===== config.mk =====
export PLATFORM = sky130hd
export DESIGN_NAME = mmio_request_stage
export DESIGN_NICKNAME = d
export VERILOG_FILES = /design/src/source/bus_pkg.sv /design/src/source/mmio_request_stage.sv
export VERILOG_INCLUDE_DIRS = /design/src /design/src/source
export SDC_FILE = /design/constraint.sdc
export NUM_CORES = 1
export LEC_CHECK = 0
export ABC_AREA = 1
export BUFFER_PORTS_ARGS = -buffer_cell sky130_fd_sc_hd__buf_4
export CORE_UTILIZATION = 43
export DETAILED_ROUTE_END_ITERATION = 8
export PLACE_DENSITY = 0.78
export SLEW_MARGIN = 5
export SYNTH_ARGS = -nofsm -noshare
export SYNTH_HDL_FRONTEND = slang
export SYNTH_SLANG_ARGS = --single-unit

===== constraint.sdc =====
create_clock -name sys_clk -period 0.8 [get_ports sys_clk]
set_clock_uncertainty 0.05 [all_clocks]
set_input_delay 0.08 -clock sys_clk [delete_from_list [all_inputs] [get_ports sys_clk]]
set_output_delay 0.08 -clock sys_clk [all_outputs]
set_load 0.05 [all_outputs]

===== src/source/mmio_params.svh =====
`ifndef MMIO_PARAMS_SVH
`define MMIO_PARAMS_SVH

// Bus geometry
`define MMIO_DATA_W 32
`define MMIO_ADDR_W 16
`define MMIO_STRB_W 4

// Address map
`define MMIO_RAM_BASE 16'h0000
`define MMIO_RAM_BYTES 1024
`define MMIO_TIMER_BASE 16'h1000

// Timer words: 0 counter, 1 compare, 2 control (bit 0 enable)
`define MMIO_TIMER_REGS 3

// Request to done, in cycles
`define MMIO_LATENCY 3

`endif


===== src/source/bus_pkg.sv =====
`default_nettype none

package bus_pkg;

    // Access direction
    typedef enum logic {
        OP_LOAD,
        OP_STORE
    } access_op_t;

    // Access size, sets the byte strobe
    typedef enum logic [1:0] {
        WIDTH_BYTE,
        WIDTH_HALF,
        WIDTH_WORD
    } access_width_t;

    // Target of a decoded request
    typedef enum logic [1:0] {
        DEV_RAM,
        DEV_TIMER,
        DEV_NONE
    } device_sel_t;

endpackage : bus_pkg

`default_nettype wire


===== src/source/mmio_request_stage.sv =====
`default_nettype none

`include "mmio_params.svh"

module mmio_request_stage (
    input  logic                          sys_clk,
    input  logic                          rst_n_i,
    input  logic                          req_i,
    input  bus_pkg::access_op_t           op_i,
    input  bus_pkg::access_width_t        width_i,
    input  logic [`MMIO_ADDR_W-1:0]       addr_i,
    input  logic [`MMIO_DATA_W-1:0]       wdata_i,
    output logic                          s1_valid_o,
    output bus_pkg::access_op_t           s1_op_o,
    output logic [`MMIO_ADDR_W-1:0]       s1_addr_o,
    output logic [`MMIO_DATA_W-1:0]       s1_wdata_o,
    output logic [`MMIO_STRB_W-1:0]       s1_strb_o
);

    logic [`MMIO_STRB_W-1:0] strb;
    logic [`MMIO_DATA_W-1:0] lane_data;

    // Strobe and lane placement from width and low address bits
    always_comb begin
        strb = '0;
        lane_data = wdata_i;

        case (width_i)
            bus_pkg::WIDTH_WORD: begin
                strb = '1;
            end
            bus_pkg::WIDTH_HALF: begin
                strb = `MMIO_STRB_W'(2'b11) << {addr_i[1], 1'b0};
                lane_data = wdata_i << {addr_i[1], 4'b0000};
            end
            bus_pkg::WIDTH_BYTE: begin
                strb = `MMIO_STRB_W'(1'b1) << addr_i[1:0];
                lane_data = wdata_i << {addr_i[1:0], 3'b000};
            end
            default: begin
                strb = '0;
            end
        endcase

        // Loads never write a lane
        if (op_i == bus_pkg::OP_LOAD) begin
            strb = '0;
        end
    end

    always_ff @(posedge sys_clk or negedge rst_n_i) begin
        if (!rst_n_i) begin
            s1_valid_o <= 1'b0;
        end else begin
            s1_valid_o <= req_i;
        end
    end

    always_ff @(posedge sys_clk) begin
        s1_op_o <= op_i;
        s1_addr_o <= addr_i;
        s1_wdata_o <= lane_data;
        s1_strb_o <= strb;
    end

endmodule : mmio_request_stage

`default_nettype wire


==> results of run 1 <==
-- logic make-up (layout without fill, tap and decap cells) --
kind of cell           after synthesis  after routing  share of synthesized area
AO/OA/AOI/OAI                       10             10                     0.0259
buffers and inverters               37            200                     0.0814
flip-flops                          54             54                      0.561
AND/OR/NAND/NOR                    144            144                      0.332
-- cell usage after synthesis, drive strengths merged --
master and number:
a21oi 2, buf 5, dfrtp 1, dfxtp 53, inv 32, nand2 87, nand3 16, nand3b 8
nor2 32, o21ai 8, or2 1
-- layer usage --
| metal | wire (µm) | up-vias | GRT usage |
|---|---|---|---|
| li1 | - | 1062 | - |
| met1 | 2970 | 1079 | 0.364 |
| met2 | 4250 | 201 | 0.590 |
| met3 | 749 | 46 | 0.0848 |
| met4 | 430 | 0 | 0.168 |
| met5 | 0 | - | 0 |
-- through the flow --
| step | util | setup TNS, ns |
|---|---|---|
| floorplan | - | -0.795 |
| global placement | 0.661 | -5.28 |
| detailed placement | 0.661 | -6.14 |
| CTS | 0.852 | -6.84 |
| global route | 0.864 | -8.65 |
| finish | 0.864 | -7.31 |
-- power groups by stage --
| stage | Sequential (mW) | Clock, mW | Combinational [mW] |
|---|---|---|---|
| CTS | 3.04 | 1.53 | 2.08 |
| global placement | 3.01 | 0 | 1.72 |
| floorplan | 3.73 | 0 | 0.341 |
| detailed placement | 3.01 | 0 | 1.73 |
| finish | 3.08 | 1.55 | 2.24 |
| global route | 3.09 | 1.67 | 2.32 |
-- repair_timing --
item                       CTS  global route
hold buffers                40             0
pin swaps                    0             3
setup endpoints to repair   54            67
hold endpoints to repair    44             0
resized for setup          127            22
-- layout make-up --
| class | instances | area, µm² |
|---|---|---|
| Tap cell | 52 | 65.1 |
| Inverter | 32 | 123 |
| Multi-Input combinational cell | 154 | 702 |
| Fill cell | 210 | 594 |
| Sequential cell | 54 | 1150 |
| Timing Repair Buffer | 160 | 1630 |
| Clock inverter | 2 | 15.0 |
| Clock buffer | 6 | 72.6 |
-- path summary, 6_finish.rpt --
check	from	endpoint	slack, ns	cells after the start
max in group asynchronous	rst_n_i	s1_valid_o$_DFF_PN0_	0.55	2
min in group asynchronous	rst_n_i	s1_valid_o$_DFF_PN0_	0.07	2
hold / removal	wdata_i[22]	s1_wdata_o[22]$_DFF_P_	0.06	5
setup / recovery	s1_valid_o$_DFF_PN0_	s1_valid_o	-0.23	1
-- flip-flops by register name (all words and copies together) (netlist names) --
register / count
s1_strb_o: 4
s1_op_o: 1
s1_addr_o: 16
s1_valid_o: 1
s1_wdata_o: 32
==> out/metrics.csv, run 1 <==
stage,metric,value,unit
power,ratio of total power to cell area,1830,nW/µm²
placed_design,post-placement worst setup slack,-0.239,ns
logic_synthesis,share of the synthesized area in the top cell type,0.548,
cts,number of post-CTS setup repair buffers,0,
route,average detailed-routed wire length per instance,18.3,µm
grt,initial antenna violation count,0,
min_path,classification of the worst-slack hold path,primary input to register,
power,combinational fraction of design power,0.326,
route,via count,2388,
final_layout,final cell area excluding filler cells,3760,µm²
route,DRC Markers,0,
final_layout,diodes inserted,0,
logic_synthesis,Avg Synthesized Cell Area,7.90,µm²
placed_design,standard cell area after detailed placement,2880,µm²
cts,"Clk pin slew, worst setup/hold paths",0.11,ns
floorplan,starting utilization of the core area,0.445,
floorplan,core box area,4350,µm²
grt,maximum number of pins on one net before global-route repair,18,
sta,timing-limited maximum frequency,0.970,GHz
power,Internal Pwr Total,4.51,mW
power,fraction of power consumed by the clock network,0.225,
sta,normalized max-slew margin,0.833,
sta,fraction of the cycle the final worst path needs,1.29,
grt,vias in the first global route,2424,
setup_path,CP Data Arrival Time,0.90,ns
placed_design,Placed Cells incl. Taps,414,
floorplan,Die Ht,69.1,µm
sta,Period minus WS final,1.03,ns
run_status,status,"finished, violations left",
final_layout,final instance count without filler cells,460,
setup_path,longest individual stage delay on the worst path,0.42,ns
placed_design,hpwl dp,3780,µm
cts,cts bufs inserted,5,
sta,final-report max-slew violation count,0,
route,post-DR vias/cell,5.19,
sta,# setup viols final,59,
final_layout,"leading cell type in the layout, fill and taps excluded",sky130_fd_sc_hd__nand2_1,
cts,clock tree from TritonCTS,done,
power,LEAKAGE,1.94,nW
power,Net Switching,2.36,mW
sta,setup repair after global routing missed its margin,true,
logic_synthesis,synth unique cells,17,
logic_synthesis,dominant cells by area after synthesis,"sky130_fd_sc_hd__dfxtp_1, sky130_fd_sc_hd__nand2_1, sky130_fd_sc_hd__inv_1",
power,total power consumption of the routed design,6.87,mW
floorplan,number of core rows,24,
logic_synthesis,Yosys warnings,0,
cts,number of clock sinks,54,
logic_synthesis,Mapped Cells,245,
power,net switching share of the total power,0.344,
final_layout,highest-count cells in the layout ignoring fill and taps,"sky130_fd_sc_hd__nand2_1, sky130_fd_sc_hd__buf_4, sky130_fd_sc_hd__dfxtp_2, sky130_fd_sc_hd__dlygate4sd3_1, sky130_fd_sc_hd__buf_8",
sta,transition time at the pin with the least slew margin,0.251,ns
job,max-capacitance violation count,0,
logic_synthesis,cell area after synthesis,1940,µm²
power,worst vdd rail ir drop,0.00121,V
final_layout,layout-stage area growth over the synthesis result,94.2,%
setup_path,gate family responsible for the most delay along the worst path,flip-flops,
floorplan,number of primary I/O pins,108,
setup_path,critical path required time,0.67,ns
placed_design,weighted congestion reported at the end of routability-driven placement,0.860,
run_status,failing checks,setup timing,
cts,clk root buf,sky130_fd_sc_hd__clkbuf_8,
sta,worst hold slack after final layout,0.0592,ns
setup_path,maximum net fanout on the critical path,1,
setup_path,slowest cell on the critical path,sky130_fd_sc_hd__dfrtp_1,
cts,maximum clock path buffer count,2,
route,count of antenna-violating nets left after detailed routing,0,
placed_design,number of buffer cells added on primary ports,107,
sta,"Hold Violations, Final",0,
cts,CTS HTree Levels,2,
logic_synthesis,total nets after synthesis,299,
sta,worst setup margin,-0.231,ns
final_layout,layout cells sized above 1,0.483,
final_layout,final net count,461,
power,share of power burned in registers,0.449,
grt,first-pass GRT wire length,12200,µm
setup_path,Critical Path Start Type,register,
grt,GR Overflow Total,0,
logic_synthesis,sequential-to-total area share from yosys stat,0.561,
route,detailed-router iteration count before antenna repair,5,
setup_path,ordered cell list for the critical path,buf_6,
logic_synthesis,Yosys top cell by area,sky130_fd_sc_hd__dfxtp_1,
route,initial detailed-routing violation count,201,
route,overall routed net length,8400,µm
grt,total global-route track usage,0.333,
setup_path,endpoint kind of the worst setup timing path,output pin,
setup_path,worst setup path class,register to output pin,
floorplan,Die ar.,4770,µm²
setup_path,combined buffer and inverter count along the critical path,1,
logic_synthesis,#FFs+latches synth,54,
floorplan,Die X-Extent,69.1,µm
(Power assumes the default switching activity.)
==> run 2: changes to the inputs <==
- SETUP_SLACK_MARGIN: not set -> 0.15
- clock period: 0.8 -> 1 ns (I/O delays scaled with it)
==> run 2 against run 1 <==
The flow finishes with violations (DRC, setup timing). Clock power decreased by 17%. Worst hold slack worse by 0.027 ns. First-iteration DRC count up 1.5%. Non-clock buffer count fell by 8. Power down 19%. Flip-flop and latch count is the same. Via count increased by 1.1%. Largest power group unchanged.
==> out/metrics.csv, run 2 (synthesis gave the netlist of run 1 again) <==
stage,metric,value,unit,change
placed_design,hpwl dp,3690,µm,was 3780 µm
grt,maximum number of pins on one net before global-route repair,18,,unchanged
route,DRC Markers,2,,was 0
final_layout,"leading cell type in the layout, fill and taps excluded",sky130_fd_sc_hd__nand2_1,,unchanged
floorplan,Die X-Extent,69.1,µm,unchanged
cts,cts bufs inserted,5,,unchanged
power,ratio of total power to cell area,1480,nW/µm²,was 1830 nW/µm²
min_path,Worst Hold Path Cells,5,,unchanged
setup_path,slowest cell on the critical path,sky130_fd_sc_hd__dfrtp_1,,unchanged
final_layout,FF/Latch Area,1150,µm²,unchanged
setup_path,critical path depth in cells,1,,unchanged
min_path,classification of the worst-slack hold path,primary input to register,,unchanged
setup_path,worst setup path class,register to output pin,,unchanged
floorplan,Die ar.,4770,µm²,unchanged
final_layout,number of filler cells placed in the layout,201,,was 210
cts,maximum clock path buffer count,2,,unchanged
route,routed length on met2,4130,µm,was 4250 µm
setup_path,CP Data Arrival Time,0.86,ns,was 0.90 ns
floorplan,core box area,4350,µm²,unchanged
setup_path,maximum net fanout on the critical path,1,,unchanged
grt,GR Overflow Total,0,,unchanged
route,count of antenna-violating nets left after detailed routing,0,,unchanged
route,detailed-router iteration count before antenna repair,7,,was 5
sta,"Hold Violations, Final",0,,unchanged
route,initial detailed-routing violation count,204,,was 201
final_layout,final net count,453,,was 461
cts,clk root buf,sky130_fd_sc_hd__clkbuf_8,,unchanged
sta,timing-limited maximum frequency,0.988,GHz,
final_layout,highest-count cells in the layout ignoring fill and taps,"sky130_fd_sc_hd__nand2_1, sky130_fd_sc_hd__buf_4, sky130_fd_sc_hd__buf_8, sky130_fd_sc_hd__dfxtp_2, sky130_fd_sc_hd__dlygate4sd3_1",,"was sky130_fd_sc_hd__nand2_1, sky130_fd_sc_hd__buf_4, sky130_fd_sc_hd__dfxtp_2, sky130_fd_sc_hd__dlygate4sd3_1, sky130_fd_sc_hd__buf_8"
placed_design,weighted congestion reported at the end of routability-driven placement,0.850,,was 0.860
route,met3 routed WL,854,µm,was 749 µm
cts,CTS HTree Levels,2,,unchanged
route,via count,2414,,"was 2,388"
cts,"Clk pin slew, worst setup/hold paths",0.11,ns,about the same
job,max-capacitance violation count,0,,unchanged
final_layout,Layout Utilization,0.864,,unchanged
sta,worst hold slack after final layout,0.0320,ns,was 0.0592 ns
power,LEAKAGE,1.91,nW,was 1.94 nW
floorplan,starting utilization of the core area,0.445,,unchanged
final_layout,area of the multi-input gates,699,µm²,was 702 µm²
placed_design,post-placement worst setup slack,-0.0487,ns,was -0.239 ns
placed_design,Placed Cells incl. Taps,409,,was 414
sta,setup repair after global routing missed its margin,true,,unchanged
grt,initial antenna violation count,0,,unchanged
grt,vias in the first global route,2265,,"was 2,424"
cts,number of clock sinks,54,,unchanged
final_layout,final instance count without filler cells,452,,was 460
grt,first-pass GRT wire length,11100,µm,"was 12,200 µm"
sta,normalized max-slew margin,0.801,,was 0.833
power,total power consumption of the routed design,5.57,mW,was 6.87 mW
min_path,Min-Delay Startpoint,wdata_i[17],,was wdata_i[22]
grt,total global-route track usage,0.304,,was 0.333
cts,number of post-CTS setup repair buffers,0,,unchanged
route,uppermost layer routed,met4,,unchanged
final_layout,top register by number of flip-flops,s1_wdata_o,,unchanged
placed_design,number of buffer cells added on primary ports,107,,unchanged
setup_path,combined buffer and inverter count along the critical path,1,,unchanged
setup_path,gate family responsible for the most delay along the worst path,flip-flops,,unchanged
power,worst vdd rail ir drop,0.000918,V,was 0.00121 V
setup_path,longest individual stage delay on the worst path,0.39,ns,was 0.42 ns
sta,# setup viols final,1,,was 59
setup_path,endpoint kind of the worst setup timing path,output pin,,unchanged
sta,fraction of the cycle the final worst path needs,1.01,,
final_layout,Top Registers,"s1_wdata_o (32), s1_addr_o (16), s1_strb_o (4)",,unchanged
setup_path,Critical Path Start Type,register,,unchanged
cts,clock tree from TritonCTS,done,,unchanged
sta,transition time at the pin with the least slew margin,0.297,ns,was 0.251 ns
floorplan,Die Ht,69.1,µm,unchanged
route,post-DR vias/cell,5.34,,was 5.19
final_layout,diodes inserted,0,,unchanged
setup_path,critical path required time,0.85,ns,was 0.67 ns
sta,final-report max-slew violation count,0,,unchanged
final_layout,layout cells sized above 1,0.475,,was 0.483
sta,Period minus WS final,1.01,ns,
final_layout,layout-stage area growth over the synthesis result,94.2,%,unchanged
route,M1 wire length,2690,µm,was 2970 µm
setup_path,first element of the critical path,s1_valid_o$_DFF_PN0_,,unchanged
route,average detailed-routed wire length per instance,18.5,µm,was 18.3 µm
run_status,status,"finished, violations left",,unchanged
floorplan,number of core rows,24,,unchanged
floorplan,number of primary I/O pins,108,,unchanged
final_layout,Largest register FFs,32,,unchanged
sta,worst setup margin,-0.0123,ns,was -0.231 ns
route,overall routed net length,8380,µm,was 8400 µm
run_status,failing checks,"DRC, setup timing",,was setup timing
setup_path,ordered cell list for the critical path,buf_6,,unchanged
run 2: cell types whose count changed in the layout (fill, tap and decap cells not counted), moves of 3 or more:
| cell | before | now |
|---|---|---|
| sky130_fd_sc_hd__nand2_2 | 4 | 1 |
| sky130_fd_sc_hd__buf_4 | 68 | 63 |
| sky130_fd_sc_hd__nand2_1 | 82 | 85 |
| sky130_fd_sc_hd__buf_6 | 21 | 1 |
| sky130_fd_sc_hd__dlymetal6s4s_1 | 3 | 0 |
| sky130_fd_sc_hd__buf_8 | 33 | 53 |
run 2: per-stage QoR:
| stage | TNS, ns | area, µm² |
|---|---|---|
| finish | -0.0123 | 3760 |
| global route | -0.0526 | 3760 |
| CTS | 0 | 3630 |
| detailed placement | -0.708 | 2840 |
| global placement | -0.291 | 2840 |
| floorplan | 0 | 1940 |
run 2: where the power goes:
group	switching (mW)	leakage (nW)	internal, mW
Sequential	0.121	0.461	2.35
Combinational	1.02	1.40	0.780
Clock	0.797	0.0441	0.495
run 2: cell type report:
class / instances / area share
Multi-Input combinational cell: 154 / 0.186
Sequential cell: 54 / 0.306
Clock buffer: 5 / 0.0183
Tap cell: 52 / 0.0173
Clock inverter: 3 / 0.00566
Inverter: 32 / 0.0326
Timing Repair Buffer: 152 / 0.434
run 2: timing repair:
| item | 4_1_cts | 5_1_grt |
|---|---|---|
| setup endpoints to repair | 54 | 59 |
| hold buffers | 35 | 0 |
| resized for setup | 129 | 35 |
| endpoints found under the hold margin | 39 | 0 |
| pin swaps | 0 | 3 |
run 2: layer usage:
metal  vias up  global-route usage
met3        84              0.0833
met1      1067               0.315
met2       221               0.543
li1       1042                   -
met5         -                   0
met4         0               0.181
run 2: worst paths after layout:
| path | to | slack, ns |
|---|---|---|
| min in group asynchronous | s1_valid_o$_DFF_PN0_ | 0.10 |
| hold / removal | s1_wdata_o[17]$_DFF_P_ | 0.03 |
| setup / recovery | s1_valid_o | -0.01 |
| max in group asynchronous | s1_valid_o$_DFF_PN0_ | 0.72 |
