===== config.mk =====
export PLATFORM = sky130hd
export DESIGN_NAME = interrupt_controller
export DESIGN_NICKNAME = d
export VERILOG_FILES = /design/src/source/mmio_params.svh /design/src/source/irq_pkg.sv /design/src/source/interrupt_controller.sv
export SDC_FILE = /design/constraint.sdc
export NUM_CORES = 1
export LEC_CHECK = 0
export BUFFER_PORTS_ARGS = -buffer_cell sky130_fd_sc_hd__buf_2
export CORE_AREA = 3 3 40 42
export CTS_CLUSTER_DIAMETER = 150
export DETAILED_ROUTE_END_ITERATION = 6
export DIE_AREA = 0 0 43 45
export HOLD_SLACK_MARGIN = 0.06
export SYNTH_ARGS = -nofsm -noshare
export SYNTH_HDL_FRONTEND = slang
export SYNTH_SLANG_ARGS = --single-unit

===== constraint.sdc =====
create_clock -name sys_clk -period 1.25 [get_ports sys_clk]
set_clock_uncertainty 0.05 [all_clocks]
set_input_delay 0.25 -clock sys_clk [delete_from_list [all_inputs] [get_ports sys_clk]]
set_output_delay 0.25 -clock sys_clk [all_outputs]
set_load 0.01 [all_outputs]

===== src/source/mmio_params.svh =====
`ifndef MMIO_PARAMS_SVH
`define MMIO_PARAMS_SVH

// Bus geometry
`define MMIO_DATA_W 32
`define MMIO_ADDR_W 16
`define MMIO_STRB_W 4

// Address map
`define MMIO_RAM_BASE 16'h0000
`define MMIO_RAM_BYTES 1024
`define MMIO_TIMER_BASE 16'h1000

// Timer words: 0 counter, 1 compare, 2 control (bit 0 enable)
`define MMIO_TIMER_REGS 3

// Request to done, in cycles
`define MMIO_LATENCY 3

`endif


===== src/source/irq_pkg.sv =====
`default_nettype none

package irq_pkg;

    parameter int IRQ_SOURCES = 2;

    // Source indices, lower index wins
    parameter int IRQ_TIMER = 0;
    parameter int IRQ_BUS_ERROR = 1;

    typedef enum logic {
        IRQ_IDLE,
        IRQ_WAIT_ACK
    } irq_state_t;

endpackage : irq_pkg

`default_nettype wire


===== src/source/interrupt_controller.sv =====
`default_nettype none

module interrupt_controller (
    input  logic                                     sys_clk,
    input  logic                                     rst_n_i,
    input  logic [irq_pkg::IRQ_SOURCES-1:0]          irq_src_i,
    input  logic                                     irq_ack_i,
    output logic                                     irq_o,
    output logic [$clog2(irq_pkg::IRQ_SOURCES)-1:0]  irq_vector_o
);

    localparam int VEC_W = $clog2(irq_pkg::IRQ_SOURCES);

    irq_pkg::irq_state_t               state;
    logic [irq_pkg::IRQ_SOURCES-1:0]   pending;
    logic [irq_pkg::IRQ_SOURCES-1:0]   clr_mask;
    logic [VEC_W-1:0]                  next_vec;

    // Scan from the top so the lowest pending index is kept
    always_comb begin
        next_vec = '0;
        for (int i = irq_pkg::IRQ_SOURCES - 1; i >= 0; i--) begin
            if (pending[i]) begin
                next_vec = VEC_W'(i);
            end
        end
    end

    assign clr_mask = (state == irq_pkg::IRQ_WAIT_ACK && irq_ack_i)
                    ? (irq_pkg::IRQ_SOURCES)'(1) << irq_vector_o : '0;

    always_ff @(posedge sys_clk or negedge rst_n_i) begin
        if (!rst_n_i) begin
            state <= irq_pkg::IRQ_IDLE;
            pending <= '0;
            irq_vector_o <= '0;
        end else begin
            // A fresh pulse wins over a clear of the same bit
            pending <= (pending & ~clr_mask) | irq_src_i;

            case (state)
                irq_pkg::IRQ_IDLE: begin
                    if (pending != '0) begin
                        irq_vector_o <= next_vec;
                        state <= irq_pkg::IRQ_WAIT_ACK;
                    end
                end
                irq_pkg::IRQ_WAIT_ACK: begin
                    if (irq_ack_i) begin
                        state <= irq_pkg::IRQ_IDLE;
                    end
                end
                default: state <= irq_pkg::IRQ_IDLE;
            endcase
        end
    end

    assign irq_o = (state == irq_pkg::IRQ_WAIT_ACK);

endmodule : interrupt_controller

`default_nettype wire


==> impl_results.md, run 1 <==
* Die Y at 45 um
* Synth top cells by count: 4 x dfrtp_1, 2 x nor2_1
* Clock slew at reported path FFs at 30 ps
* Largest area contributor in the netlist: dfrtp_1
* PostCTS Resize Cnt at 0
* Main combinational cell family by area after synthesis: compound AO/OA/AOI/OAI gates
* Post-DRT Antenna Nets at 0
* Worst-case clock buffer depth at 2
* Most frequent cell after synthesis: dfrtp_1
* Final period util at 89.2%
* Cell count after synthesis at 14
* Yosys Warn Count at 0
* Routed WL at 283 um
* CTS Hold Bufs at 1
* GRT Util Overall at 3.60%
* TritonCTS clock tree: built
* MaxCap Viol Count at 0
* Via count at 133
* Yosys top cell area share at 64.5%
* Final Hold Vio Count at 0
* Synth Register Bits at 4
* CP peak stage delay at 420 ps
* Skew-Pair Late Insertion Delay at 230 ps
* Initial antenna violation count at 0
* DRT iter0 DRCs at 0
* Grt ovf at 0
* Seq/Total Area, Yosys at 64.5%
* Post-synthesis mux area share at 0%
* Die Wd at 43 um
* Slowest cell on the critical path: dfrtp_1
* RePlAce Congestion at 0.759
* Nets at 31
* Fin Setup TNS at 0 ps
* Worst VDD drop at 0.000250 V
* DRC viols at 0
* Top delay family on crit path: flip-flops
* Startpoint Class: register
* Post-Syn Area at 155 um^2
* ANT cells at 0
* Clock Sinks at 4
* Total core area at 1280 um^2
* Per-cell routed wire length at 7.26 um
* First-pass GRT wire length at 427 um
* Crit path time final at 1120 ps
* I/O Pins at 7
* Ys flop type: dfrtp_1
* Final HPWL DP at 246 um
* Crit path capture type: output port
* Final Setup Violations at 0
* Crit path buffers/inverters at 1
* Peak fanout along the critical path at 7
* Crit path cell chain: buf_2
* Compound-gate portion of the synthesized area at 17.7%
* Layout cells sized above 1 at 37.5%
* Status: completed
* Vias in the first global route at 136
* Fraction of the mapped netlist area in simple logic gates at 15.3%
* PD cells at 1540 nW/um^2
* Die Area at 1940 um^2
* Maximum clock rate at 0.897 GHz
* Worst EP arrival at 820 ps
* Synth area leaders: dfrtp_1 65%, a2bb2oi_1 5.6%, a21o_1 4.8%
* Area grow syn2layout at 52.4%
* Synth cell types at 10
* XOR/XNOR share of the synthesized area at 0%
* Port bufs at 6
* Max Slew Vio Count at 0
* RSZ-0062 raised after global routing: false
* Leak at 0.106 nW
* Hold Path Class: in2reg
* Crit path kind: reg2out
* Starting Density at 12.1%
* Syn Nets at 19
* Average size of a mapped cell at 11.1 um^2
* Ys async rst share at 100%
* Post-DR vias/cell at 3.41
* Post-synthesis adder-cell area fraction at 0%
* Buffer count from post-CTS setup fixing at 0
* H-tree depth reported by CTS at 1
* Num CTS Buffers at 3
* EDFF count, synth at 0
* Final Util at 18.4%
* Worst Max-Slew Pin Slew at 186 ps
* Num rows at 13
* Worst slew margin at 87.6%
* Critical Path RT at 950 ps
* Root buf cell: clkbuf_4
* Detailed Routing Iterations Pass 1 at 1
* Largest net degree at the start of global routing at 8
## state kept, by name (all words and copies together) (netlist names)
name	count
pending	2
irq_o	1
irq_vector_o	1
## worst register-to-register path, delay by kind of cell (launching register included)
kind | cells | cell delay, ps
flops | 1 | 420
compound gates | 1 | 180
simple gates | 1 | 110
## cells in the final DEF, fill, tap and decap left out
master | Yosys | layout
inv_1 | 1 | 1
nand3_1 | 1 | 1
nor2b_1 | 1 | 1
nor3_1 | 1 | 1
a2bb2oi_1 | 1 | 1
nor2_1 | 2 | 2
dlygate4sd3_1 | 0 | 1
a21o_1 | 1 | 1
dfrtp_1 | 4 | 4
clkbuf_4 | 0 | 3
a21oi_1 | 1 | 1
a31oi_1 | 1 | 1
buf_2 | 0 | 6
## final timing paths
kind / from / endpoint / slack, ps / depth (start not counted)
max in group asynchronous: rst_n_i / irq_vector_o / 730 / 2
worst max-delay path: irq_o / irq_o / 130 / 1
min in group asynchronous: rst_n_i / pending[0] / 300 / 2
worst min register to register: pending[0] / irq_vector_o / 430 / 1
worst max register to register: irq_o / pending[1] / 380 / 2
worst min-delay path: irq_src_i[1] / pending[1] / 160 / 2
## cells by family (layout without fill, tap and decap cells)
family / Yosys count / after routing
compound gates: 4 / 4
simple gates: 5 / 5
buf+inv: 1 / 11
flops: 4 / 4
## layer usage
metal  track usage (%)  part of all wire [%]
met3              3.59                    12
met1              2.69                    43
met5                 0                     0
met4              3.61                     0
met2              5.09                    45
## cell type report
type                       instances  area (um^2)
tap                               15         18.8
inverter                           1         3.75
fill                             149         1050
timing repair buffer               7         40.0
sequential                         4          100
clock buffer                       3         22.5
multi-input combinational          9         51.3
## where the power goes
group	total (mW)	switching (mW)	internal, mW	leakage [nW]
Combinational	0.0501	0.0218	0.0283	0.0505
Clock	0.149	0.0427	0.107	0.0138
Sequential	0.164	0.0162	0.147	0.0421
## stage by stage
stage	hold slack [ps]	std cells	worst slack (ps)	total power [mW]	instance area (um^2)
after floorplan	-95.6	14	371	0.189	155
after global placement	7.18	35	381	0.214	204
after detailed placement	6.21	35	374	0.214	204
after CTS	146	39	125	0.378	236
after global routing	147	39	82.8	0.396	236
final	156	39	135	0.363	236
No activity file was read; power rests on OpenSTA's default activity.
==> run 2, diff against run 1 <==
- CELL_PAD_IN_SITES_DETAIL_PLACEMENT: not set -> 0
- CELL_PAD_IN_SITES_GLOBAL_PLACEMENT: not set -> 1
- PLACE_DENSITY_LB_ADDON: not set -> 0.1
==> run 2 against run 1 <==
Clock power is essentially flat. Fmax up 0.16%. Sequential power about the same. Combinational power grew 2%. Design area stayed put. Worst hold slack gained 3.3 ps. Critical path depth unchanged. Final cell count is the same. Critical path type unchanged. Critical endpoint unchanged. Highest routed layer unchanged.
==> impl_results.md, run 2 (synthesis results as in run 1) <==
* Skew-Pair Late Insertion Delay at 230 ps (about the same)
* Vias in the first global route at 171 (+26%)
* DRT iter0 DRCs at 0 (unchanged)
* Crit path capture type: output port
* Leak at 0.106 nW (unchanged)
* CP peak stage delay at 420 ps (about the same)
* Num CTS Buffers at 3 (unchanged)
* Final Non-Filler Cells at 39 (unchanged)
* Post-DRT Antenna Nets at 0 (unchanged)
* Clock group share of total power at 41.3% (+0.2 points)
* TritonCTS clock tree: built
* Final period util at 89.1% (-0.14 points)
* GRT Util Overall at 5.43% (+1.8 points)
* Slowest cell on the critical path: dfrtp_1
* Detailed Routing Iterations Pass 1 at 1 (unchanged)
* Crit path buffers/inverters at 1 (unchanged)
* Top delay family on crit path: flip-flops
* Final Setup Violations at 0 (unchanged)
* Reg2Reg Setup Slack at 370 ps (about the same)
* Startpoint Class: register
* Worst reg2reg endpoint: irq_vector_o
* Post-DR vias/cell at 3.64 (+6.8%)
* RSZ-0062 raised after global routing: false
* Design area at 236 um^2 (unchanged)
* Nets at 31 (unchanged)
* DRC viols at 0 (unchanged)
* Starting Density at 12.1% (unchanged)
* Root buf cell: clkbuf_4
* I/O Pins at 7 (unchanged)
* Worst VDD drop at 0.000212 V (-15%)
* Hold EP: pending[1]
* Die Area at 1940 um^2 (unchanged)
* Grt ovf at 0 (unchanged)
* Switching Fraction at 23.0% (+0.82 points)
* Clock Sinks at 4 (unchanged)
* Area of the multi-input gates at 51.3 um^2 (unchanged)
* Placed cell area at 204 um^2 (unchanged)
* Filler cell count at 153 (+2.7%)
* R2R cell count at 2 (unchanged)
* Worst Max-Slew Pin Slew at 182 ps (-3.96 ps)
* Routed WL at 353 um (+25%)
* Initial antenna violation count at 0 (unchanged)
* Area occupied by registers at 100 um^2 (unchanged)
* PD cells at 1550 nW/um^2 (+1.1%)
* Total core area at 1280 um^2 (unchanged)
* Worst EP arrival at 810 ps (about the same)
* Critical Path RT at 950 ps (about the same)
* Final Hold Vio Count at 0 (unchanged)
* RePlAce Congestion at 0.628 (-17%)
* Max Slew Vio Count at 0 (unchanged)
* Placed Cells at 35 (unchanged)
* Layout cells sized above 1 at 37.5% (unchanged)
* Largest net degree at the start of global routing at 8 (unchanged)
* First-pass GRT wire length at 662 um (+55%)
* Worst-case clock buffer depth at 2 (unchanged)
* Hold Path Class: in2reg
* Most common cell after layout, fill and taps aside: buf_2
* Status: completed
* ANT cells at 0 (unchanged)
* Crit path time final at 1110 ps (-1.80 ps)
* Most frequent cells in the layout: 6 x buf_2, 4 x dfrtp_1, 3 x clkbuf_4
* Die Y at 45 um (unchanged)
* Hold Crit Start: irq_src_i[1]
* P_int at 0.283 mW (about the same)
* Biggest register: pending
* Worst slew margin at 87.8% (+0.26 points)
* Fin Setup TNS at 0 ps (unchanged)
* H-tree depth reported by CTS at 1 (unchanged)
* Sw Pwr at 0.0846 mW (+4.9%)
* Largest register FFs at 2 (unchanged)
* Port bufs at 6 (unchanged)
* Via count at 142 (+6.8%)
* Die Wd at 43 um (unchanged)
* Maximum clock rate at 0.898 GHz (+0.16%)
* MaxCap Viol Count at 0 (unchanged)
* Num rows at 13 (unchanged)
* Per-cell routed wire length at 9.05 um (+25%)
* Hold path cells at 2 (unchanged)
* Crit path kind: reg2out
* Area grow syn2layout at 52.4% (unchanged)
* Clock slew at reported path FFs at 30 ps (about the same)
* Reg-to-reg startpoint: irq_o
* Combinational power share at 14.0% (+0.2 points)
* Crit path cell chain: buf_2
* Peak fanout along the critical path at 7 (unchanged)
* Sequential share of power at 44.7% (-0.3 points)
## run 2: how the worst max path moves through the flow
stage	from	to	slack, ps	depth (start not counted)
2_1_floorplan	irq_o	pending[1]	370	2
3_3_place_gp	irq_o	irq_vector_o	360	2
3_5_place_dp	irq_o	irq_vector_o	350	2
4_1_cts	irq_o	irq_o	120	1
5_1_grt	irq_o	irq_o	70	1
6_report	irq_o	irq_o	140	1
## run 2: area by class of cell
type                    count  share of cell area (%)
flip-flops and latches      4                    42.3
repair buffers              7                    16.9
clock buffers               3                    9.52
multi-input cells           9                    21.7
inverters                   1                    1.59
well taps                  15                    7.94
## run 2: worst register-to-register path, stage by stage (launching register included)
cell       delay, ps
dfrtp_1          420
nor2b_1          130
a2bb2oi_1        200
## run 2: power by group through the flow
stage / clock (mW) / combinational [mW] / sequential (mW)
3_3_place_gp: 0 / 0.0520 / 0.167
2_1_floorplan: 0 / 0.0214 / 0.168
4_1_cts: 0.162 / 0.0531 / 0.165
3_5_place_dp: 0 / 0.0506 / 0.167
5_1_grt: 0.169 / 0.0593 / 0.169
6_report: 0.152 / 0.0513 / 0.164
## run 2: what timing repair did
action,4_1_cts,5_1_grt
gates resized for setup,0,0
buffers inserted,0,0
hold buffers,1,0
endpoints found under the hold margin,4,0
## run 2: per-stage QoR
stage               util, %  setup slack (ps)  hold slack [ps]  power [mW]
finish                 18.4               137              159       0.367
global route           18.4              65.7              166       0.397
detailed placement     15.9               351             7.66       0.217
CTS                    18.4               118              152       0.380
global placement       15.9               357             11.4       0.219
floorplan                 -               371            -95.6       0.189
## run 2: routing by layer
layer  wire [um]  GRT usage (%)  part of all wire (%)
met4           0           7.23                     0
met1         113           3.64                    32
met5           0              0                     0
met3          65           5.58                    18
met2         174           7.19                    49
==> run 3, diff against run 2 <==
- MAX_ROUTING_LAYER: not set -> met4
==> run 3 against run 2 <==
Non-clock buffer count is the same. Die area is the same. Critical path depth is the same. Combinational power is essentially flat. Fmax is essentially flat. Power is essentially flat. Setup slack is essentially flat.
==> impl_results.md, run 3 (synthesis results as in run 1) <==
* Hold Path Class: in2reg
* Crit path capture type: output port
* Crit path kind: reg2out
* Clock slew at reported path FFs at 30 ps (about the same)
* Hold Slack at 159 ps (+0.0700 ps)
* I/O Pins at 7 (unchanged)
* Area grow syn2layout at 52.4% (unchanged)
* Design area at 236 um^2 (unchanged)
* Via count at 144 (+1.4%)
* H-tree depth reported by CTS at 1 (unchanged)
* Worst Max-Slew Pin Slew at 182 ps (unchanged)
* Leak at 0.106 nW (unchanged)
* Root buf cell: clkbuf_4
* Nets at 31 (unchanged)
* DRT iter0 DRCs at 0 (unchanged)
* Initial antenna violation count at 0 (unchanged)
* PostCTS Resize Cnt at 0 (unchanged)
* Startpoint Class: register
* Crit path buffers/inverters at 1 (unchanged)
* Max Slew Vio Count at 0 (unchanged)
* Largest register FFs at 2 (unchanged)
* GRT Util Overall at 5.59% (+0.16 points)
* Peak fanout along the critical path at 7 (unchanged)
* Worst slew margin at 87.8% (unchanged)
* Routed WL at 353 um (unchanged)
* Biggest register: pending
* Die Area at 1940 um^2 (unchanged)
* Final Setup Violations at 0 (unchanged)
* Status: completed
* TritonCTS clock tree: built
* Largest net degree at the start of global routing at 8 (unchanged)
* Num rows at 13 (unchanged)
* Crit path cell chain: buf_2
* Starting Density at 12.1% (unchanged)
* Final period util at 89.1% (about the same)
* First-pass GRT wire length at 662 um (unchanged)
* Slowest cell on the critical path: dfrtp_1
* Grt ovf at 0 (unchanged)
* Fin Setup TNS at 0 ps (unchanged)
* Dpl ws at 351 ps (unchanged)
* Most frequent cells in the layout: 6 x buf_2, 4 x dfrtp_1, 3 x clkbuf_4
* Final worst setup slack at 137 ps (+0.0330 ps)
* Top delay family on crit path: flip-flops
* Crit path time final at 1110 ps (-0.0330 ps)
* Port bufs at 6 (unchanged)
* Per-cell routed wire length at 9.05 um (unchanged)
* RePlAce Congestion at 0.633 (+0.80%)
* Total core area at 1280 um^2 (unchanged)
* Clock Sinks at 4 (unchanged)
* Final Util at 18.4% (unchanged)
* Design Power at 0.367 mW (about the same)
* Post-DRT Antenna Nets at 0 (unchanged)
* Worst EP arrival at 810 ps (about the same)
* Worst-case clock buffer depth at 2 (unchanged)
* MaxCap Viol Count at 0 (unchanged)
* Vias in the first global route at 168 (-1.8%)
* ANT cells at 0 (unchanged)
* Placed cell area at 204 um^2 (unchanged)
* Die Wd at 43 um (unchanged)
* Detailed Routing Iterations Pass 1 at 1 (unchanged)
* Num CTS Buffers at 3 (unchanged)
* Placed Cells at 35 (unchanged)
* RSZ-0062 raised after global routing: false
* Skew-Pair Late Insertion Delay at 230 ps (about the same)
* Post-DR vias/cell at 3.69 (+1.4%)
* Critical Path RT at 950 ps (about the same)
* Final Non-Filler Cells at 39 (unchanged)
* Most common cell after layout, fill and taps aside: buf_2
* Worst VDD drop at 0.000212 V (unchanged)
* CP peak stage delay at 420 ps (about the same)
* Final Hold Vio Count at 0 (unchanged)
* Die Y at 45 um (unchanged)
* DRC viols at 0 (unchanged)
* PD cells at 1550 nW/um^2 (about the same)
* Maximum clock rate at 0.898 GHz (about the same)
* Layout cells sized above 1 at 37.5% (unchanged)
[run 3: cell counts in the layout (fill, tap and decap cells not counted)]
Identical to the previous run, type by type.
[run 3: final timing paths]
check | from | to | slack (ps) | cells past startpoint
worst max-delay path | irq_o | irq_o | 140 | 1
worst min-delay path | irq_src_i[1] | pending[1] | 160 | 2
worst max register to register | irq_o | irq_vector_o | 370 | 2
worst min register to register | pending[1] | pending[1] | 440 | 1
max in group asynchronous | rst_n_i | irq_o | 730 | 2
min in group asynchronous | rst_n_i | irq_vector_o | 310 | 2
[run 3: layer usage]
layer  vias to the layer above  wire length, um  track usage (%)
met5                         -                0                -
met4                         0                5             7.23
met3                         2               51             4.78
met2                         6              168             7.19
met1                        67              127             4.13
li1                         69                -                -
[run 3: final cells by class]
class	count	area, um^2
repair buffers	7	40.0
multi-input cells	9	51.3
flip-flops and latches	4	100
fillers	153	1050
clock buffers	3	22.5
well taps	15	18.8
inverters	1	3.75
[run 3: power by group]
part           switching [mW]  leakage (nW)  total (mW)  internal, mW
Clock                  0.0450        0.0138       0.152         0.107
Combinational          0.0229        0.0505      0.0513        0.0284
Sequential             0.0167        0.0421       0.164         0.147
[run 3: what timing repair did]
action / in CTS / in global routing
buffers inserted: 0 / 0
hold buffers: 1 / 0
hold endpoints to repair: 4 / 0
