`config.mk`:
```
export PLATFORM = sky130hd
export DESIGN_NAME = event_timer
export DESIGN_NICKNAME = d
export VERILOG_FILES = /design/src/source/event_timer.sv
export VERILOG_INCLUDE_DIRS = /design/src /design/src/source
export SDC_FILE = /design/constraint.sdc
export NUM_CORES = 1
export LEC_CHECK = 0
export BUFFER_PORTS_ARGS = -buffer_cell sky130_fd_sc_hd__buf_2
export CAP_MARGIN = 15
export CORE_AREA = 2 2 107 109
export DETAILED_ROUTE_END_ITERATION = 10
export DIE_AREA = 0 0 109 111
export PLACE_DENSITY = 0.72
export SETUP_SLACK_MARGIN = 0.15
export SYNTH_ARGS = -nofsm -noshare
export SYNTH_HDL_FRONTEND = slang
export SYNTH_SLANG_ARGS = --single-unit
```
`constraint.sdc`:
```
create_clock -name sys_clk -period 3.3 [get_ports sys_clk]
set_input_delay 0.33 -clock sys_clk [delete_from_list [all_inputs] [get_ports sys_clk]]
set_output_delay 0.33 -clock sys_clk [all_outputs]
set_load 0.1 [all_outputs]
```
`src/source/mmio_params.svh`:
```
`ifndef MMIO_PARAMS_SVH
`define MMIO_PARAMS_SVH

// Bus geometry
`define MMIO_DATA_W 32
`define MMIO_ADDR_W 16
`define MMIO_STRB_W 4

// Address map
`define MMIO_RAM_BASE 16'h0000
`define MMIO_RAM_BYTES 1024
`define MMIO_TIMER_BASE 16'h1000

// Timer words: 0 counter, 1 compare, 2 control (bit 0 enable)
`define MMIO_TIMER_REGS 3

// Request to done, in cycles
`define MMIO_LATENCY 3

`endif

```
`src/source/event_timer.sv`:
```
`default_nettype none

`include "mmio_params.svh"

module event_timer (
    input  logic                                  sys_clk,
    input  logic                                  rst_n_i,
    input  logic                                  wr_en_i,
    input  logic                                  rd_en_i,
    input  logic [$clog2(`MMIO_TIMER_REGS)-1:0]   reg_idx_i,
    input  logic [`MMIO_DATA_W-1:0]               wdata_i,
    output logic [`MMIO_DATA_W-1:0]               rdata_o,
    output logic                                  irq_o
);

    localparam int IDX_W = $clog2(`MMIO_TIMER_REGS);

    // Register word indices
    localparam logic [IDX_W-1:0] REG_COUNTER = 0;
    localparam logic [IDX_W-1:0] REG_COMPARE = 1;
    localparam logic [IDX_W-1:0] REG_CONTROL = 2;

    logic [`MMIO_DATA_W-1:0] counter;
    logic [`MMIO_DATA_W-1:0] compare;
    logic                    enable;
    logic                    cnt_wr;
    logic                    match;

    assign cnt_wr = wr_en_i && (reg_idx_i == REG_COUNTER);
    assign match = enable && (counter == compare);

    always_ff @(posedge sys_clk or negedge rst_n_i) begin
        if (!rst_n_i) begin
            counter <= '0;
            compare <= '0;
            enable <= 1'b0;
            irq_o <= 1'b0;
        end else begin
            irq_o <= match && !cnt_wr;

            // A counter write overrides counting
            if (cnt_wr) begin
                counter <= wdata_i;
            end else if (match) begin
                counter <= '0;
            end else if (enable) begin
                counter <= counter + 1'b1;
            end

            if (wr_en_i && (reg_idx_i == REG_COMPARE)) begin
                compare <= wdata_i;
            end

            if (wr_en_i && (reg_idx_i == REG_CONTROL)) begin
                enable <= wdata_i[0];
            end
        end
    end

    always_ff @(posedge sys_clk) begin
        if (rd_en_i) begin
            case (reg_idx_i)
                REG_COUNTER: rdata_o <= counter;
                REG_COMPARE: rdata_o <= compare;
                REG_CONTROL: rdata_o <= {{(`MMIO_DATA_W - 1){1'b0}}, enable};
                default:     rdata_o <= '0;
            endcase
        end
    end

endmodule : event_timer

`default_nettype wire

```
==> flow_metrics.py, run 1 <==
metrics = {
    "sta": {
        "grt_setup_unrepaired": "no",
        "fmaxAchievable_mhz": 374,
        "setup-tns-final_ns": 0,
        "hold_violations": 0,
        "worst_pin_slew_ns": 0.807,
        "min_period_ns": 2.67,
        "final-setup-viol-count": 0,
        "fin_skew_ns": 0.00697,
        "slew_headroom_pct": 46.2,
        "finalMaxSlewViolations": 0,
        "period_share_pct": 81.0,
    },
    "layout": {
        "diodes": 0,
        "mostFrequentLayoutCells": "buf_2, dfrtp_1, nor2_1, nand2_1, mux2_2",
        "instances_no_fill": 713,
        "layout-drive-gt1-share_pct": 23.7,
        "final_common_cell": "buf_2",
        "syn2layout_area_growth_pct": 15.0,
        "fin_nets": 604,
    },
    "global_routing": {
        "grt_pass1_vias": 4133,
        "grt_pass1_wl_um": 22000,
        "grt_use_total_pct": 23.7,
        "grt-ovfl-total": 0,
        "grt_max_degree": 62,
        "antenna_found_initial": 0,
    },
    "synthesis": {
        "yosysTopAreaCell": "dfrtp_1",
        "syn_nets": 549,
        "synth_compound_area_share_pct": 8.84,
        "netlist.area_leader.share_pct": 31.2,
        "synth_fa_ha_area_share_pct": 0.236,
        "synthSimpleGateAreaFrac_pct": 18.8,
        "synth_xor_xnor_area_share_pct": 5.46,
        "syn_avg_cell_area_um2": 10.4,
        "synthFlopType": "dfrtp_1",
        "yosysWarnings": 0,
        "seq_area_frac_synth_pct": 49.4,
        "yosys-top-cells-area": "dfrtp_1, edfxtp_1, mux2_2",
        "muxShareOfSynthArea_pct": 13.1,
        "async_reset_ff_share_pct": 67.3,
        "synth_top_family_by_area": "simple AND/OR/NAND/NOR gates",
        "synth_cell_types": 49,
        "yosys_register_bits": 98,
        "synth_edf_count": 32,
        "netlist_area_um2": 5290,
        "netlist_instances": 510,
    },
    "floorplanning": {
        "dieArea_um2": 12100,
        "die_w_um": 109,
        "num_rows": 39,
        "pin_count": 71,
        "initial_utilization_pct": 47.8,
        "fp.dieH_um": 111,
        "core_region_area_um2": 11100,
    },
    "route": {
        "drtAntennaViolNets": 0,
        "drc": 0,
        "vias": 4291,
        "drt-wirelength-per-cell_um": 19.1,
        "routed_wl_um": 13600,
        "avgViaCountPerCell": 6.02,
        "drt-pass1-iter-count": 5,
        "drt_iter0_drc": 380,
    },
    "clock_network": {
        "clock-sinks": 98,
        "cts_tree": "built",
        "numCtsBuffers": 9,
        "post_cts_buffers": 0,
        "clock_latency_ns": 0.35,
        "clockBufferDepth": 2,
        "root_buffer": "clkbuf_16",
        "h-tree-depth": 3,
        "clk_pin_slew_worst_paths_ns": 0.07,
    },
    "setup_path": {
        "cp-end-kind": "flip-flop",
        "cp-start-kind": "flip-flop",
        "r2r_slack_ns": 0.63,
        "cp.required_ns": 3.51,
        "crit_fanout": 13,
        "path_class": "flip-flop to flip-flop",
        "worst_ep_arrival_time_ns": 2.89,
    },
    "power_and_ir_drop": {
        "p_per_area_nw_per_um2": 636,
        "p_leak_nw": 2.55,
        "irDropWorstVdd_mv": 0.283,
    },
    "placed_design": {
        "gp_congestion": 0.988,
        "placedCellCount": 696,
        "hpwl_um": 9660,
        "io_buffer_count": 70,
    },
    "flow_run": {
        "maxCapViolCount": 0,
    },
    "run_status": {
        "status": "finished clean",
    },
    "min_path": {
        "hold_path_class": "input port to flip-flop",
    },
}
## metrics by stage
| step | power, mW | setup slack (ns) | hold slack (ns) | util (%) | cell area, um^2 |
|---|---|---|---|---|---|
| after floorplan | 2.50 | 0.998 | 0.0344 | - | 5290 |
| after global placement | 2.77 | 0.720 | 0.249 | 52.1 | 5770 |
| after detailed placement | 2.80 | 0.667 | 0.258 | 52.1 | 5770 |
| after CTS | 3.89 | 0.644 | 0.191 | 54.9 | 6080 |
| after global routing | 4.04 | 0.510 | 0.203 | 54.9 | 6080 |
| final | 3.87 | 0.627 | 0.194 | 54.9 | 6080 |
## Yosys cell counts (11+ instances only)
cell type,instances
dfrtp_1,66
nor2_1,52
nand2_1,36
mux2_2,33
clkbuf_1,32
edfxtp_1,32
mux2i_1,32
nor3_1,23
o31ai_1,21
nand4_1,19
xnor2_1,19
and3_1,15
inv_1,15
nor4_1,15
xor2_1,14
nand3_1,11
## power by group
group / internal, mW / switching, mW
Clock: 0.633 / 0.455
Combinational: 0.376 / 0.695
Sequential: 1.47 / 0.242
## routing by layer
layer | share of wire [%] | up-vias | wire length (um) | GRT usage [%]
li1 | - | 1983 | - | -
met1 | 44 | 2123 | 5930 | 33.7
met2 | 48 | 167 | 6530 | 36.2
met3 | 6.5 | 18 | 885 | 4.00
met4 | 2.1 | 0 | 280 | 8.72
met5 | 0 | - | 0 | 0
## registers in the layout, indices dropped and copies added (netlist names)
| name | count |
|---|---|
| counter | 32 |
| rdata_o | 32 |
| enable | 1 |
| compare | 32 |
| irq_o | 1 |
## worst max-delay path, cell delays in order (launching register included)
cell and delay [ns]:
dfrtp_1 0.42, xnor2_1 0.16, o221ai_1 0.13, or4_1 0.58
or4b_4 0.68, nor3_4 0.42, nor4_1 0.13
## final timing paths
check | endpoint | depth (start not counted) | startpoint
max reg2reg | counter[3] | 6 | counter[24]
min reg2reg | compare[6] | 1 | compare[6]
min in group asynchronous | compare[15] | 2 | rst_n_i
min | counter[25] | 3 | wdata_i[25]
max | counter[3] | 6 | counter[24]
max in group asynchronous | compare[10] | 3 | rst_n_i
## what timing repair did
action | CTS | global route
hold buffers | 1 | 0
resized for setup | 0 | 0
endpoints found under the hold margin | 13 | 0
## final cells by class
cell class	count	area, um^2
inverters	15	56.3
well taps	143	179
flip-flops and latches	98	2610
clock buffers	12	258
multi-input cells	357	2460
repair buffers	84	470
fillers	1004	4990
clock inverters	4	48.8
## logic make-up (layout without fill, tap and decap cells)
| kind of cell | count (synthesis) | after routing |
|---|---|---|
| multiplexers | 65 | 65 |
| flip-flops | 98 | 98 |
| buffers and inverters | 55 | 115 |
| AND/OR/NAND/NOR | 194 | 194 |
| XOR/XNOR | 33 | 33 |
| AO/OA/AOI/OAI | 64 | 64 |
| adder cells (fa/ha/maj) | 1 | 1 |
(Power assumes the default switching activity.)
==> run 2: changes to the inputs <==
--- a/config.mk
+++ b/config.mk
@@ -6,12 +6,13 @@
 export SDC_FILE = /design/constraint.sdc
 export NUM_CORES = 1
 export LEC_CHECK = 0
+export ABC_AREA = 1
 export BUFFER_PORTS_ARGS = -buffer_cell sky130_fd_sc_hd__buf_2
 export CAP_MARGIN = 15
-export CORE_AREA = 2 2 107 109
+export CORE_AREA = 2 2 113 115
 export DETAILED_ROUTE_END_ITERATION = 10
-export DIE_AREA = 0 0 109 111
-export PLACE_DENSITY = 0.72
+export DIE_AREA = 0 0 115 117
+export PLACE_DENSITY = 0.73
 export SETUP_SLACK_MARGIN = 0.15
 export SYNTH_ARGS = -nofsm -noshare
 export SYNTH_HDL_FRONTEND = slang
==> constraint.sdc (replaced) <==
create_clock -name sys_clk -period 2.4 [get_ports sys_clk]
set_input_delay 0.24 -clock sys_clk [delete_from_list [all_inputs] [get_ports sys_clk]]
set_output_delay 0.24 -clock sys_clk [all_outputs]
set_load 0.1 [all_outputs]
==> flow_metrics.py, run 2 <==
metrics = {
    "run_status": {
        "status": "finished clean",
    },
    "floorplanning": {
        "pin_count": 71,
        "fp.dieH_um": 117,
        "initial_utilization_pct": 47.4,
        "die_w_um": 115,
        "core_region_area_um2": 12300,
        "dieArea_um2": 13500,
        "num_rows": 41,
    },
    "setup_path": {
        "cp-end-kind": "flip-flop",
        "path_class": "flip-flop to flip-flop",
        "cpMostUsedCell": "nand2_1",
        "crit_fanout": 25,
        "path_buf_inv": 1,
        "slowest_stage": "dfrtp_1",
        "crit_family": "simple AND/OR/NAND/NOR gates",
        "worstPathCellList": "inv_1, nand2_1, nand4_1, nor2_1, nand2_1, nor2_4, nand3_4, nand3_1, nand2_1",
        "cp.required_ns": 2.64,
        "r2r_slack_ns": 0.38,
        "cp_slowest_stage_delay_ns": 0.46,
        "cp-start-kind": "flip-flop",
        "worst_ep_arrival_time_ns": 2.26,
    },
    "route": {
        "drt-wirelength-per-cell_um": 16.8,
        "vias": 5233,
        "drt-pass1-iter-count": 5,
        "drc": 0,
        "drt_iter0_drc": 429,
        "drtAntennaViolNets": 0,
        "routed_wl_um": 16900,
        "avgViaCountPerCell": 5.22,
    },
    "sta": {
        "setup-tns-final_ns": 0,
        "fmaxAchievable_mhz": 495,
        "grt_setup_unrepaired": "no",
        "fin_skew_ns": 0.00634,
        "min_period_ns": 2.02,
        "period_share_pct": 84.2,
        "finalMaxSlewViolations": 0,
        "worst_pin_slew_ns": 0.806,
        "slew_headroom_pct": 46.3,
        "final-setup-viol-count": 0,
        "hold_violations": 0,
    },
    "clock_network": {
        "clockBufferDepth": 2,
        "clock_latency_ns": 0.35,
        "clk_pin_slew_worst_paths_ns": 0.07,
        "numCtsBuffers": 9,
        "h-tree-depth": 3,
        "cts_tree": "built",
        "root_buffer": "clkbuf_16",
        "clock-sinks": 98,
    },
    "synthesis": {
        "netlist.area_leader.share_pct": 28.3,
        "seq_area_frac_synth_pct": 44.7,
        "yosysTopAreaCell": "dfrtp_1",
        "yosys-top-cells-area": "dfrtp_1, edfxtp_1, nand2_1",
        "syn_avg_cell_area_um2": 7.43,
        "synthMostInstantiatedCell": "nand2_1",
        "yosysWarnings": 0,
        "synthFlopType": "dfrtp_1",
        "netlist_area_um2": 5840,
        "syn_nets": 825,
        "async_reset_ff_share_pct": 67.3,
        "netlist_instances": 786,
        "yosys_register_bits": 98,
        "synth_cell_types": 29,
        "synth_edf_count": 32,
        "netlist_top_cells_count": "nand2_1, inv_1, nor2_1, dfrtp_1, o22ai_1",
    },
    "global_routing": {
        "grt-ovfl-total": 0,
        "grt_max_degree": 67,
        "grt_use_total_pct": 26.6,
        "grt_pass1_wl_um": 26900,
        "grt_pass1_vias": 5003,
        "antenna_found_initial": 0,
    },
    "power_and_ir_drop": {
        "p_per_area_nw_per_um2": 935,
        "p_leak_nw": 3.20,
        "irDropWorstVdd_mv": 0.400,
        "power_mw": 6.17,
    },
    "layout": {
        "nFillCells": 1223,
        "mostFrequentLayoutCells": "nand2_1, inv_1, buf_2, nor2_1, dfrtp_1",
        "postLayoutCoreUtil_pct": 53.6,
        "diodes": 0,
        "fin_nets": 886,
        "layout-drive-gt1-share_pct": 13.6,
        "largest_registers": "compare (32), counter (32), rdata_o (32)",
        "syn2layout_area_growth_pct": 13.0,
        "final_common_cell": "nand2_1",
    },
    "placed_design": {
        "io_buffer_count": 70,
        "gp_congestion": 1.01,
        "hpwl_um": 12500,
    },
    "flow_run": {
        "maxCapViolCount": 0,
    },
    "min_path": {
        "hold_path_class": "input port to flip-flop",
    },
}
run 2: layout make-up:
class | count | area [um^2] | share of cell area, %
sequential | 98 | 2610 | 39.6
tap | 150 | 188 | 2.85
inverter | 145 | 544 | 8.25
clock buffer | 13 | 240 | 3.64
clock inverter | 3 | 17.5 | 0.266
multi-input combinational | 514 | 2550 | 38.6
timing repair buffer | 79 | 445 | 6.75
run 2: what timing repair did:
item                       CTS  global route
gates resized for setup      0             1
hold buffers                 1             0
buffers inserted             0             0
setup endpoints to repair    0             5
hold endpoints to repair    66             0
run 2: metrics by stage:
stage	area, um^2	hold WS [ns]	setup WS (ns)	instances
global placement	6330	0.294	0.426	985
detailed placement	6330	0.300	0.348	985
floorplan	5840	-0.0556	0.875	786
CTS	6600	0.153	0.317	1002
global route	6600	0.173	0.261	1002
finish	6600	0.159	0.380	1002
run 2: worst register-to-register path: stages, from the launching register on:
cell and delay (ns):
dfrtp_1 0.46, inv_1 0.12, nand2_1 0.14, nand4_1 0.21, nor2_1 0.15, nand2_1 0.10
nor2_4 0.11, nand3_4 0.33, nand3_1 0.22, nand2_1 0.06
run 2: cells by family after synthesis:
logic type,Yosys count,synth area share (%)
AND/OR/NAND/NOR,370,27.3
buffers and inverters,174,11.7
AO/OA/AOI/OAI,103,10.0
flip-flops,98,44.7
XOR/XNOR,40,6.00
adder cells (fa/ha/maj),1,0.214
run 2: path summary, 6_finish.rpt:
kind                          endpoint   startpoint  cells past startpoint
setup / recovery           counter[12]   counter[7]                      9
hold / removal             compare[30]  wdata_i[30]                      3
setup reg to reg           counter[12]   counter[7]                      9
hold reg to reg             compare[1]   compare[1]                      2
max in group asynchronous  compare[26]      rst_n_i                      3
min in group asynchronous   compare[1]      rst_n_i                      3
run 2: routing by layer:
| metal | vias up | GRT usage [%] | share of wire [%] |
|---|---|---|---|
| met4 | 0 | 11.6 | 2.7 |
| met5 | - | 0 | 0 |
| met2 | 179 | 40.9 | 45 |
| met3 | 30 | 4.43 | 6.2 |
| li1 | 2605 | - | - |
| met1 | 2419 | 37.4 | 46 |
run 2: where the power goes:
part,internal [mW],switching (mW),leakage (nW)
logic,0.725,1.62,1.92
registers,2.09,0.435,1.16
clock network,0.701,0.605,0.124
total,3.51,2.66,3.20
==> run 3: changes to the inputs <==
--- a/config.mk
+++ b/config.mk
@@ -12,7 +12,7 @@
 export CORE_AREA = 2 2 113 115
 export DETAILED_ROUTE_END_ITERATION = 10
 export DIE_AREA = 0 0 115 117
-export PLACE_DENSITY = 0.73
+export PLACE_DENSITY = 0.71
 export SETUP_SLACK_MARGIN = 0.15
 export SYNTH_ARGS = -nofsm -noshare
 export SYNTH_HDL_FRONTEND = slang
==> constraint.sdc (replaced) <==
create_clock -name sys_clk -period 2.1 [get_ports sys_clk]
set_input_delay 0.21 -clock sys_clk [delete_from_list [all_inputs] [get_ports sys_clk]]
set_output_delay 0.21 -clock sys_clk [all_outputs]
set_load 0.1 [all_outputs]
==> flow_metrics.py, run 3 (same netlist as run 2, synthesis figures left out) <==
metrics = {
    "run_status": {
        "status": "finished clean",
    },
    "power_and_ir_drop": {
        "pwr-share-clk_pct": 21.6,
        "irDropWorstVdd_mv": 0.439,
        "p_sw_mw": 3.03,
        "combPwrFrac_pct": 38.0,
        "p_sw_share_pct": 42.7,
        "p_leak_nw": 3.25,
        "p_per_area_nw_per_um2": 1060,
        "power_mw": 7.10,
        "p_seq_share_pct": 40.5,
        "internal-power_mw": 4.06,
    },
    "setup_path": {
        "cp.required_ns": 2.35,
        "cp_slowest_stage_delay_ns": 0.43,
        "ff2ff_path_depth": 10,
        "worst_ep_arrival_time_ns": 2.05,
        "worstPathCellList": "ha_1, nand2_1, nor2_2, inv_1, nor2_1, nand3_1, nand2_1, inv_1, nand4_1, nand2_1",
        "cp-start-kind": "flip-flop",
        "cpMostUsedCell": "nand2_1",
        "r2r_end": "counter[28]",
        "cp-end-kind": "flip-flop",
        "critPathLaunch": "counter[0]",
        "crit_path_end": "counter[28]",
        "path_class": "flip-flop to flip-flop",
        "r2r_slack_ns": 0.30,
        "r2r-start": "counter[0]",
        "slowest_stage": "dfrtp_1",
        "crit_fanout": 5,
    },
    "route": {
        "vias": 5247,
        "drt_iter0_drc": 407,
        "drc": 0,
        "drtAntennaViolNets": 0,
        "drt-pass1-iter-count": 7,
        "routed_wl_um": 16700,
        "avgViaCountPerCell": 5.19,
        "drt-wirelength-per-cell_um": 16.5,
    },
    "sta": {
        "setup-tns-final_ns": 0,
        "hold_slack_ns": 0.124,
        "fmaxAchievable_mhz": 555,
        "worst_pin_slew_ns": 0.639,
        "period_share_pct": 85.8,
        "finalMaxSlewViolations": 0,
        "layout_setup_ws_ns": 0.299,
        "hold_violations": 0,
        "grt_setup_unrepaired": "no",
        "final-setup-viol-count": 0,
        "fin_skew_ns": 0.00872,
        "min_period_ns": 1.80,
        "slew_headroom_pct": 57.2,
    },
    "min_path": {
        "hold_path_class": "input port to flip-flop",
    },
    "global_routing": {
        "grt-ovfl-total": 0,
        "use_met2_pct": 42.4,
        "antenna_found_initial": 0,
        "grt.busiest_layer": "met2",
        "grt_max_degree": 67,
        "grt_use_met3_pct": 3.40,
        "grt_pass1_wl_um": 26800,
        "grt_use_total_pct": 26.4,
        "grt_use_met1_pct": 37.2,
        "grt_pass1_vias": 5013,
    },
    "floorplanning": {
        "num_rows": 41,
        "core_region_area_um2": 12300,
        "dieArea_um2": 13500,
        "fp.dieH_um": 117,
        "die_w_um": 115,
        "initial_utilization_pct": 47.4,
        "pin_count": 71,
    },
    "layout": {
        "layout-drive-gt1-share_pct": 14.6,
        "fin_nets": 895,
        "diodes": 0,
        "largest_registers": "compare (32), counter (32), rdata_o (32)",
        "final_common_cell": "nand2_1",
        "instances_no_fill": 1011,
        "syn2layout_area_growth_pct": 14.4,
        "mostFrequentLayoutCells": "nand2_1, inv_1, buf_2, nor2_1, dfrtp_1",
    },
    "clock_network": {
        "clk_pin_slew_worst_paths_ns": 0.07,
        "h-tree-depth": 3,
        "clock-sinks": 98,
        "clockBufferDepth": 2,
        "root_buffer": "clkbuf_16",
        "cts_tree": "built",
        "numCtsBuffers": 9,
        "clock_latency_ns": 0.35,
    },
    "placed_design": {
        "placedCellCount": 994,
        "gp_congestion": 1.11,
        "pre_cts_slack_ns": 0.294,
        "io_buffer_count": 70,
        "hpwl_um": 12500,
    },
    "flow_run": {
        "maxCapViolCount": 0,
    },
}
run 3: cell type report:
| class | count | area (um^2) |
|---|---|---|
| fillers | 1222 | 5630 |
| flip-flops and latches | 98 | 2610 |
| clock inverters | 1 | 5.00 |
| inverters | 145 | 544 |
| repair buffers | 88 | 513 |
| clock buffers | 15 | 258 |
| multi-input cells | 514 | 2560 |
| well taps | 150 | 188 |
run 3: through the flow:
step	cell area [um^2]	util (%)
2_1_floorplan	5840	-
3_3_place_gp	6390	51.9
3_5_place_dp	6390	51.9
4_1_cts	6670	54.2
5_1_grt	6680	54.3
6_report	6680	54.3
run 3: worst min path at each step:
stage / from / to / slack, ns / depth (start not counted)
2_1_floorplan: rst_n_i / compare[0] / -0.09 / 0
3_3_place_gp: rst_n_i / compare[2] / 0.27 / 2
3_5_place_dp: rst_n_i / counter[2] / 0.27 / 2
4_1_cts: wdata_i[17] / compare[17] / 0.12 / 3
5_1_grt: wdata_i[17] / compare[17] / 0.15 / 3
6_report: wdata_i[17] / compare[17] / 0.12 / 3
run 3: critical path, delay by kind of cell, from the launching register on:
kind | cells | cell delay (ns)
AND/OR/NAND/NOR | 7 | 0.89
buffers and inverters | 2 | 0.13
flip-flops | 1 | 0.43
adder cells (fa/ha/maj) | 1 | 0.24
run 3: what timing repair did:
action	CTS	global route
hold buffers	1	0
setup endpoints to repair	0	3
resized for setup	0	3
endpoints found under the hold margin	66	0
setup buffers	0	0
run 3: power groups by stage:
stage          clock network (mW)  logic, mW  registers (mW)
6_report                     1.53       2.69            2.87
5_1_grt                      1.64       2.98            2.93
4_1_cts                      1.57       2.68            2.85
3_5_place_dp                    0       2.66            2.89
3_3_place_gp                    0       2.66            2.88
2_1_floorplan                   0       1.64            3.21
run 3: routing by layer:
| metal | vias to the layer above | routed length [um] |
|---|---|---|
| met2 | 195 | 7660 |
| li1 | 2630 | - |
| met1 | 2402 | 7670 |
| met4 | 0 | 329 |
| met3 | 20 | 1010 |
| met5 | - | 0 |
